===== config.mk =====
export PLATFORM = sky130hd
export DESIGN_NAME = dl_distribt
export DESIGN_NICKNAME = d
export VERILOG_FILES = /design/src/rtl/dl_pkg.sv /design/src/rtl/arm_bypass.sv /design/src/rtl/iq_section_parser.sv /design/src/rtl/ante_fanout.sv /design/src/rtl/dl_distribt.sv
export SDC_FILE = /design/constraint.sdc
export NUM_CORES = 1
export LEC_CHECK = 0
export BUFFER_PORTS_ARGS = -buffer_cell sky130_fd_sc_hd__buf_2
export CELL_PAD_IN_SITES_DETAIL_PLACEMENT = 1
export CELL_PAD_IN_SITES_GLOBAL_PLACEMENT = 2
export CORE_AREA = 4 4 360 362
export DETAILED_ROUTE_END_ITERATION = 16
export DIE_AREA = 0 0 364 366
export PLACE_DENSITY = 0.53
export SYNTH_ARGS = -nofsm -noshare
export SYNTH_HDL_FRONTEND = slang
export SYNTH_SLANG_ARGS = --single-unit

===== constraint.sdc =====
create_clock -name clk_in -period 11.8 [get_ports clk_in]
set_input_delay 1.18 -clock clk_in [delete_from_list [all_inputs] [get_ports clk_in]]
set_output_delay 1.18 -clock clk_in [all_outputs]
set_load 0.005 [all_outputs]

===== src/rtl/dl_pkg.sv =====
package dl_pkg;

	typedef logic [15:0] frame_idx_t;
	typedef logic [7:0] slot_idx_t;
	typedef logic [7:0] symbol_idx_t;

	localparam logic [15:0] IQ_ETHERTYPE = 16'hAEFE;
	localparam logic [7:0] IQ_SECTION_TYPE = 8'h00;

	// beat index within a frame, sop beat is 0
	localparam int ETH_TYPE_BEAT = 2;
	localparam int SECTION_BEAT = 4;

	typedef struct packed {
		logic [15:0] ethertype;
		logic [6:0] pad_hi;
		logic iq_flag;
		logic [23:0] pad_lo;
		logic [15:0] pc_id;
	} eth_view_t;

	typedef struct packed {
		logic [15:0] pad;
		frame_idx_t frame;
		slot_idx_t slot;
		symbol_idx_t symbol;
		logic [6:0] reserved;
		logic more;
		logic [7:0] sec_type;
	} section_view_t;

	typedef struct packed {
		logic [23:0] pad_hi;
		logic [7:0] ante_idx;
		logic [31:0] pad_lo;
	} ante_view_t;

	// one 64-bit beat, read as whichever header word it is
	typedef union packed {
		eth_view_t eth;
		section_view_t sec;
		ante_view_t ante;
	} dl_beat_u;

	// bits needed to hold 0 .. max_value
	function automatic int cnt_width(input int max_value);
		return (max_value < 1) ? 1 : $clog2(max_value + 1);
	endfunction

endpackage


===== src/rtl/arm_bypass.sv =====
`timescale 1ns/1ps

module arm_bypass
	import dl_pkg::*;
(
	input logic clk_in,
	input logic rst_n,
	input logic [63:0] st_data,
	input logic st_valid,
	input logic st_sop,
	input logic st_eop,
	input logic [2:0] st_empty,
	output logic arm_restart,
	output logic arm_valid,
	output logic arm_sop,
	output logic arm_eop,
	output logic [2:0] arm_empty,
	output logic [63:0] arm_data
);

	localparam int HDR_W = cnt_width(ETH_TYPE_BEAT + 1);

	typedef enum logic {
		RST_IDLE,
		RST_LATCH
	} restart_state_e;

	restart_state_e rst_state;
	logic [HDR_W-1:0] hdr_cnt;
	logic pkt_start;
	logic iq_seen;
	dl_beat_u held_beat;

	assign pkt_start = st_valid && st_sop;
	assign held_beat = arm_data;

	// ethertype is checked on the registered copy
	assign iq_seen = arm_valid && (hdr_cnt == HDR_W'(ETH_TYPE_BEAT)) &&
		(held_beat.eth.ethertype == IQ_ETHERTYPE);

	always_ff @(posedge clk_in or negedge rst_n)
	begin
		if (!rst_n)
		begin
			arm_valid <= 1'b0;
			arm_sop <= 1'b0;
			arm_eop <= 1'b0;
			arm_empty <= '0;
			arm_data <= '0;
		end
		else
		begin
			arm_valid <= st_valid;
			arm_sop <= st_sop;
			arm_eop <= st_eop;
			arm_empty <= st_empty;
			arm_data <= st_data;
		end
	end

	// saturates one past the ethertype beat
	always_ff @(posedge clk_in or negedge rst_n)
	begin
		if (!rst_n)
			hdr_cnt <= '0;
		else if (pkt_start)
			hdr_cnt <= '0;
		else if (st_valid && (hdr_cnt != HDR_W'(ETH_TYPE_BEAT + 1)))
			hdr_cnt <= hdr_cnt + 1'b1;
	end

	always_ff @(posedge clk_in or negedge rst_n)
	begin
		if (!rst_n)
		begin
			rst_state <= RST_IDLE;
			arm_restart <= 1'b0;
		end
		else
		begin
			case (rst_state)
				RST_IDLE:
				begin
					arm_restart <= 1'b0;
					if (iq_seen)
						rst_state <= RST_LATCH;
				end
				RST_LATCH:
				begin
					arm_restart <= 1'b1;
					if (pkt_start)
						rst_state <= RST_IDLE;
				end
				default:
				begin
					rst_state <= RST_IDLE;
					arm_restart <= 1'b0;
				end
			endcase
		end
	end

endmodule


===== src/rtl/iq_section_parser.sv =====
`timescale 1ns/1ps

module iq_section_parser
	import dl_pkg::*;
#(
	parameter int ANTE_NUM = 8,
	parameter int SCS_NUM = 3276,
	localparam int ANTE_W = cnt_width(ANTE_NUM - 1)
)
(
	input logic clk_in,
	input logic rst_n,
	input dl_beat_u st_data,
	input logic st_valid,
	input logic st_sop,
	input logic st_eop,
	output logic beat_we,
	output logic beat_first,
	output logic beat_last,
	output logic [ANTE_W-1:0] beat_ante,
	output logic [63:0] beat_data,
	output frame_idx_t sec_frame,
	output slot_idx_t sec_slot,
	output symbol_idx_t sec_symbol
);

	localparam int BLK_BEATS = SCS_NUM / 4;
	localparam int BLK_W = cnt_width(BLK_BEATS - 1);
	localparam int IDX_W = cnt_width(SECTION_BEAT + 1);

	typedef enum logic [2:0] {
		S_IDLE,
		S_CHECK_ETH,
		S_CHECK_SEC,
		S_GET_LST_INDEX,
		S_GET_INDEX,
		S_LST_BLOCK_OUT,
		S_BLOCK_OUT,
		S_REPEAT
	} parse_state_e;

	parse_state_e state;
	parse_state_e state_nxt;
	logic [IDX_W-1:0] beat_cnt;
	logic [IDX_W-1:0] beat_idx;
	logic [BLK_W-1:0] blk_cnt;
	logic [ANTE_W-1:0] ante_q;
	logic pkt_start;
	logic eth_ok;
	logic sec_ok;
	logic in_block;
	logic get_index;
	logic blk_end;

	assign pkt_start = st_valid && st_sop;
	assign beat_idx = st_sop ? '0 : beat_cnt;

	assign eth_ok = (st_data.eth.ethertype == IQ_ETHERTYPE) && st_data.eth.iq_flag &&
		(st_data.eth.pc_id == '0);
	assign sec_ok = (st_data.sec.sec_type == IQ_SECTION_TYPE);

	assign in_block = (state == S_LST_BLOCK_OUT) || (state == S_BLOCK_OUT);
	assign get_index = (state == S_GET_LST_INDEX) || (state == S_GET_INDEX);
	assign blk_end = (blk_cnt == BLK_W'(BLK_BEATS - 1));

	// index of the next beat, held once past the section header
	always_ff @(posedge clk_in or negedge rst_n)
	begin
		if (!rst_n)
			beat_cnt <= '0;
		else if (st_valid)
		begin
			if (st_sop)
				beat_cnt <= IDX_W'(1);
			else if (beat_cnt != IDX_W'(SECTION_BEAT + 1))
				beat_cnt <= beat_cnt + 1'b1;
		end
	end

	always_comb
	begin
		state_nxt = state;
		case (state)
			S_IDLE:
				state_nxt = S_IDLE;
			S_CHECK_ETH:
				if (st_valid && (beat_idx == IDX_W'(ETH_TYPE_BEAT)))
					state_nxt = eth_ok ? S_CHECK_SEC : S_IDLE;
			S_CHECK_SEC:
				if (st_valid && (beat_idx == IDX_W'(SECTION_BEAT)))
				begin
					if (!sec_ok)
						state_nxt = S_IDLE;
					else if (st_data.sec.more)
						state_nxt = S_GET_INDEX;
					else
						state_nxt = S_GET_LST_INDEX;
				end
			S_GET_LST_INDEX:
				if (st_valid)
					state_nxt = S_LST_BLOCK_OUT;
			S_GET_INDEX:
				if (st_valid)
					state_nxt = S_BLOCK_OUT;
			S_LST_BLOCK_OUT:
				if (st_valid && blk_end)
					state_nxt = S_IDLE;
			S_BLOCK_OUT:
				if (st_valid && blk_end)
					state_nxt = S_REPEAT;
			S_REPEAT:
				// repeat beat carries the next more flag
				if (st_valid)
					state_nxt = st_data.sec.more ? S_GET_INDEX : S_GET_LST_INDEX;
			default:
				state_nxt = S_IDLE;
		endcase
		// any new frame restarts the parse
		if (pkt_start)
			state_nxt = S_CHECK_ETH;
	end

	always_ff @(posedge clk_in or negedge rst_n)
	begin
		if (!rst_n)
		begin
			state <= S_IDLE;
			blk_cnt <= '0;
			ante_q <= '0;
		end
		else
		begin
			state <= state_nxt;
			if (get_index && st_valid)
			begin
				blk_cnt <= '0;
				ante_q <= st_data.ante.ante_idx[ANTE_W-1:0];
			end
			else if (beat_we)
				blk_cnt <= blk_cnt + 1'b1;
		end
	end

	always_ff @(posedge clk_in)
	begin
		if ((state == S_CHECK_SEC) && st_valid && (beat_idx == IDX_W'(SECTION_BEAT)) && sec_ok)
		begin
			sec_frame <= st_data.sec.frame;
			sec_slot <= st_data.sec.slot;
			sec_symbol <= st_data.sec.symbol;
		end
	end

	// an eop inside a block ends nothing here, the beat count does
	assign beat_we = in_block && st_valid && !st_sop;
	assign beat_first = (blk_cnt == '0);
	assign beat_last = blk_end || st_eop;
	assign beat_ante = ante_q;
	assign beat_data = st_data;

endmodule


===== src/rtl/ante_fanout.sv =====
`timescale 1ns/1ps

module ante_fanout
	import dl_pkg::*;
#(
	parameter int ANTE_NUM = 8,
	localparam int ANTE_W = cnt_width(ANTE_NUM - 1)
)
(
	input logic clk_in,
	input logic rst_n,
	input logic beat_we,
	input logic beat_first,
	input logic beat_last,
	input logic [ANTE_W-1:0] beat_ante,
	input logic [63:0] beat_data,
	input frame_idx_t sec_frame,
	input slot_idx_t sec_slot,
	input symbol_idx_t sec_symbol,
	output logic [ANTE_NUM-1:0] ante_valid,
	output logic [ANTE_NUM-1:0] ante_sop,
	output logic [ANTE_NUM-1:0] ante_eop,
	output logic [ANTE_NUM-1:0][63:0] ante_data,
	output frame_idx_t [ANTE_NUM-1:0] ante_frame,
	output slot_idx_t [ANTE_NUM-1:0] ante_slot,
	output symbol_idx_t [ANTE_NUM-1:0] ante_symbol
);

	logic [ANTE_NUM-1:0] hit;

	// one-hot antenna select for the current beat
	always_comb
	begin
		for (int i = 0; i < ANTE_NUM; i++)
			hit[i] = beat_we && (beat_ante == ANTE_W'(i));
	end

	always_ff @(posedge clk_in or negedge rst_n)
	begin
		if (!rst_n)
		begin
			ante_valid <= '0;
			ante_sop <= '0;
			ante_eop <= '0;
		end
		else
		begin
			ante_valid <= hit;
			ante_sop <= hit & {ANTE_NUM{beat_first}};
			ante_eop <= hit & {ANTE_NUM{beat_last}};
		end
	end

	// unselected antennas hold their last beat and indices
	always_ff @(posedge clk_in)
	begin
		for (int i = 0; i < ANTE_NUM; i++)
		begin
			if (hit[i])
			begin
				ante_data[i] <= beat_data;
				ante_frame[i] <= sec_frame;
				ante_slot[i] <= sec_slot;
				ante_symbol[i] <= sec_symbol;
			end
		end
	end

endmodule


===== src/rtl/dl_distribt.sv =====
`timescale 1ns/1ps

module dl_distribt
	import dl_pkg::*;
#(
	parameter int ANTE_NUM = 8,
	parameter int SCS_NUM = 3276
)
(
	input logic clk_in,
	input logic rst_n,
	input logic [63:0] st_data,
	input logic st_valid,
	input logic st_sop,
	input logic st_eop,
	input logic [2:0] st_empty,
	input logic st_error,
	output logic st_ready,
	output logic arm_restart,
	output logic arm_valid,
	output logic arm_sop,
	output logic arm_eop,
	output logic [2:0] arm_empty,
	output logic [63:0] arm_data,
	output logic [ANTE_NUM-1:0] ante_valid,
	output logic [ANTE_NUM-1:0] ante_sop,
	output logic [ANTE_NUM-1:0] ante_eop,
	output logic [ANTE_NUM-1:0][63:0] ante_data,
	output frame_idx_t [ANTE_NUM-1:0] ante_frame,
	output slot_idx_t [ANTE_NUM-1:0] ante_slot,
	output symbol_idx_t [ANTE_NUM-1:0] ante_symbol
);

	localparam int ANTE_W = cnt_width(ANTE_NUM - 1);

	logic beat_we;
	logic beat_first;
	logic beat_last;
	logic [ANTE_W-1:0] beat_ante;
	logic [63:0] beat_data;
	frame_idx_t sec_frame;
	slot_idx_t sec_slot;
	symbol_idx_t sec_symbol;

	// no back-pressure, ready once out of reset
	// st_error is taken with the beat and has no effect
	assign st_ready = rst_n;

	arm_bypass u_arm_bypass (
		.clk_in (clk_in),
		.rst_n (rst_n),
		.st_data (st_data),
		.st_valid (st_valid),
		.st_sop (st_sop),
		.st_eop (st_eop),
		.st_empty (st_empty),
		.arm_restart (arm_restart),
		.arm_valid (arm_valid),
		.arm_sop (arm_sop),
		.arm_eop (arm_eop),
		.arm_empty (arm_empty),
		.arm_data (arm_data)
	);

	iq_section_parser #(
		.ANTE_NUM (ANTE_NUM),
		.SCS_NUM (SCS_NUM)
	) u_iq_section_parser (
		.clk_in (clk_in),
		.rst_n (rst_n),
		.st_data (st_data),
		.st_valid (st_valid),
		.st_sop (st_sop),
		.st_eop (st_eop),
		.beat_we (beat_we),
		.beat_first (beat_first),
		.beat_last (beat_last),
		.beat_ante (beat_ante),
		.beat_data (beat_data),
		.sec_frame (sec_frame),
		.sec_slot (sec_slot),
		.sec_symbol (sec_symbol)
	);

	ante_fanout #(
		.ANTE_NUM (ANTE_NUM)
	) u_ante_fanout (
		.clk_in (clk_in),
		.rst_n (rst_n),
		.beat_we (beat_we),
		.beat_first (beat_first),
		.beat_last (beat_last),
		.beat_ante (beat_ante),
		.beat_data (beat_data),
		.sec_frame (sec_frame),
		.sec_slot (sec_slot),
		.sec_symbol (sec_symbol),
		.ante_valid (ante_valid),
		.ante_sop (ante_sop),
		.ante_eop (ante_eop),
		.ante_data (ante_data),
		.ante_frame (ante_frame),
		.ante_slot (ante_slot),
		.ante_symbol (ante_symbol)
	);

endmodule


==> qor.tcl <==
set qor(ys_ff_latch) 917
set qor(critical-path-max-stage-delay_ps) 800
set qor(worst_slew_margin_rel_pct) 32.4
set qor(grt_setup_unrepaired) {false}
set qor(initial_utilization_pct) 22.2
set qor(flow.area_growth_from_synthesis_pct) 36.2
set qor(mostFrequentLayoutCells) {buf_2 (934), edfxtp_1 (800), dfrtp_1 (117)}
set qor(worst-setup-path-type) {input port to flip-flop}
set qor(post_drt_via_cell_ratio) 3.87
set qor(synth.cell_area_mm2) 0.0282
set qor(antenna_found_initial) 10
set qor(synth_enable_flop_cells) 800
set qor(setup_viol) 0
set qor(cts_tree) {done}
set qor(grt_first_pass_wirelength_mm) 129
set qor(core.rowCount) 131
set qor(cp.required_ps) 12130
set qor(timing.hold.worst.class) {input port to async pin}
set qor(detail-route-antenna-nets) 0
set qor(cp_top_family) {buffers and inverters}
set qor(skew_ps) 53.4
set qor(clk_pin_slew_ps) 60
set qor(io_pins) 937
set qor(minimum_clock_period_ps) 4100
set qor(cts_resized) 0
set qor(most_common_cell_after_layout_fill_and_taps_aside) {buf_2}
set qor(grt_start_max_net_pins) 54
set qor(dpl.hpwl_mm) 66.1
set qor(hold_buffers) 0
set qor(post_drt_wl_per_cell_um) 24.4
set qor(drt_wl_total_mm) 95.2
set qor(fin_max_slew_vios) 0
set qor(tritoncts_num_sinks) 917
set qor(postCtsSetupRepairBufs) 0
set qor(postSynthNetCount) 1184
set qor(critical_path_cell_by_cell) {buf_2, nand3b_1, or3_1, or2_2, inv_4, buf_4}
set qor(global_route.usage.total_pct) 13.8
set qor(post-route-period-util_pct) 34.8
set qor(route.detailed.drc) 0
set qor(cp_max_fo) 49
set qor(floorplan.core_area_mm2) 0.127
set qor(dominantRegCellSynth) {edfxtp_1}
set qor(detail_route.iter0.violations) 1084
set qor(synthArstFlopShare_pct) 12.8
set qor(max_cap_violations) 0
set qor(p_per_area_mw_per_mm2) 177
set qor(cts.path.max_buffers) 3
set qor(total_negative_slack_ps) 0
set qor(cts_buf_count) 98
set qor(clock_insertion_delay_worst_skew_ps) 720
set qor(power.ir.vdd_worst_uv) 99.7
set qor(die_height_um) 366
set qor(clock_tree.htree_level_count) 3
set qor(fin_total_pwr_mw) 6.78
set qor(gp_congestion) 0.760
set qor(run_status) {completed}
set qor(cp.arrival_ps) 4430
set qor(die_area_mm2) 0.133
set qor(dieWidth_um) 364
set qor(power_leakage_nw) 14.4
set qor(firstDrtPassIters) 5
set qor(layout.nets) 2228
set qor(worst_path_setup_slack_after_routing_ps) 7700
set qor(yosysTopAreaCell) {edfxtp_1}
set qor(synth.yosys.warnings) 0
set qor(worstSetupStartpointType) {input port}
set qor(grt_overflow_total) 0
set qor(via_count) 15100
set qor(setup.worst_path.end_class) {flip-flop}
set qor(yosysSeqAreaShare_pct) 95.7
set qor(actual_transition_at_the_worst_max_transition_pin_ps) 1010
set qor(timing.fmax_mhz) 244
set qor(via_count_of_the_first_global_routing_pass) 15800
set qor(synth.area.top_cells) {edfxtp_1 (85%), dfrtp_1 (10%), nor2_1 (0.37%)}
set qor(syn_inst) 1104
set qor(synthesis.area_per_instance_um2) 25.5
set qor(io_buffers) 935
set qor(dp_worst_setup_slack_ps) 6830
set qor(layout-drive-gt1-share_pct) 50.2
set qor(netlist.area_leader.share_pct) 85.3
set qor(critical_path_buf_inv_count) 3
set qor(holdWs_ps) 368
set qor(cts_root_buffer) {clkbuf_16}
set qor(yosys.cell_types.count) 51
set qor(hold_viol_final) 0
set qor(crit_slowest_cell) {buf_4}
through the flow:
| stage | std cells | instance area, um2 | util, % |
|---|---|---|---|
| final | 3896 | 38400 | 30.3 |
| after global routing | 3895 | 38400 | 30.3 |
| after CTS | 3894 | 38300 | 30.3 |
| after detailed placement | 3710 | 35100 | 27.7 |
| after global placement | 3710 | 35100 | 27.7 |
| after floorplan | 1104 | 28200 | - |
flip-flops by register name, summed over array words and instances, names as in the netlist, 2 cells and up:
signal,flops
u_iq_section_parser.blk_cnt,10
u_iq_section_parser.state,3
u_ante_fanout.ante_frame,128
u_iq_section_parser.beat_ante,3
u_ante_fanout.ante_slot,64
u_iq_section_parser.sec_frame,16
u_ante_fanout.ante_sop,8
u_iq_section_parser.sec_slot,8
u_arm_bypass.arm_empty,3
u_iq_section_parser.beat_cnt,3
u_arm_bypass.arm_data,64
u_ante_fanout.ante_symbol,64
u_arm_bypass.hdr_cnt,2
u_ante_fanout.ante_eop,8
u_ante_fanout.ante_valid,8
u_iq_section_parser.sec_symbol,8
u_ante_fanout.ante_data,512
kinds of logic after synthesis:
kind of cell | share of synthesized area (%)
mux | 0.249
simple gates | 2.29
flops | 95.7
xor+xnor | 0.311
buf+inv | 0.324
fa+ha+maj | 0.311
compound gates | 0.778
cell type report:
type / count / area (um2)
Clock inverter: 54 / 568
Multi-Input combinational cell: 165 / 1160
Timing Repair Buffer: 956 / 4840
Antenna cell: 2 / 5.00
Inverter: 10 / 42.5
Tap cell: 1662 / 2080
Sequential cell: 917 / 27000
Clock buffer: 130 / 2710
Fill cell: 13300 / 88300
final timing paths:
path / start / end / slack (ps) / cells past startpoint
worst max-delay path: st_valid / u_ante_fanout.ante_data[233] / 7700 / 6
worst min-delay path: rst_n / u_ante_fanout.ante_sop[3] / 370 / 1
worst max register to register: u_iq_section_parser.state[2] / u_ante_fanout.ante_data[233] / 7850 / 5
worst min register to register: u_arm_bypass.rst_state / u_arm_bypass.arm_restart / 410 / 0
max in group asynchronous: rst_n / u_arm_bypass.arm_data[23] / 10300 / 2
min in group clk_in: u_arm_bypass.rst_state / u_arm_bypass.arm_restart / 410 / 0
where the power goes:
| group | internal (mW) | switching [mW] |
|---|---|---|
| logic | 0.0460 | 0.106 |
| clock network | 1.76 | 1.30 |
| registers | 3.54 | 0.0239 |
| total | 5.35 | 1.43 |
metal layers:
layer / track usage (%) / vias to the layer above / share of wire (%) / wire, um
met2: 24.7 / 654 / 52 / 49900
met5: 0 / - / 0 / 0
li1: - / 6464 / - / -
met1: 15.3 / 7808 / 37 / 35100
met3: 4.01 / 142 / 7.4 / 7080
met4: 5.18 / 0 / 3.2 / 3080
Yosys cell counts, drive strengths merged (3+ instances only):
| master | number |
|---|---|
| nor2 | 28 |
| dfrtp | 117 |
| o21ai | 4 |
| nor3 | 17 |
| ha | 7 |
| nand2 | 15 |
| xor2 | 5 |
| nand3 | 8 |
| o22ai | 3 |
| or3 | 6 |
| nand2b | 4 |
| nand4b | 7 |
| inv | 10 |
| a21oi | 10 |
| clkbuf | 6 |
| mux2 | 5 |
| or4b | 3 |
| buf | 6 |
| nor4 | 6 |
| xnor2 | 5 |
| or4 | 4 |
| edfxtp | 800 |
Note: power is estimated with default switching activity, not from simulation.
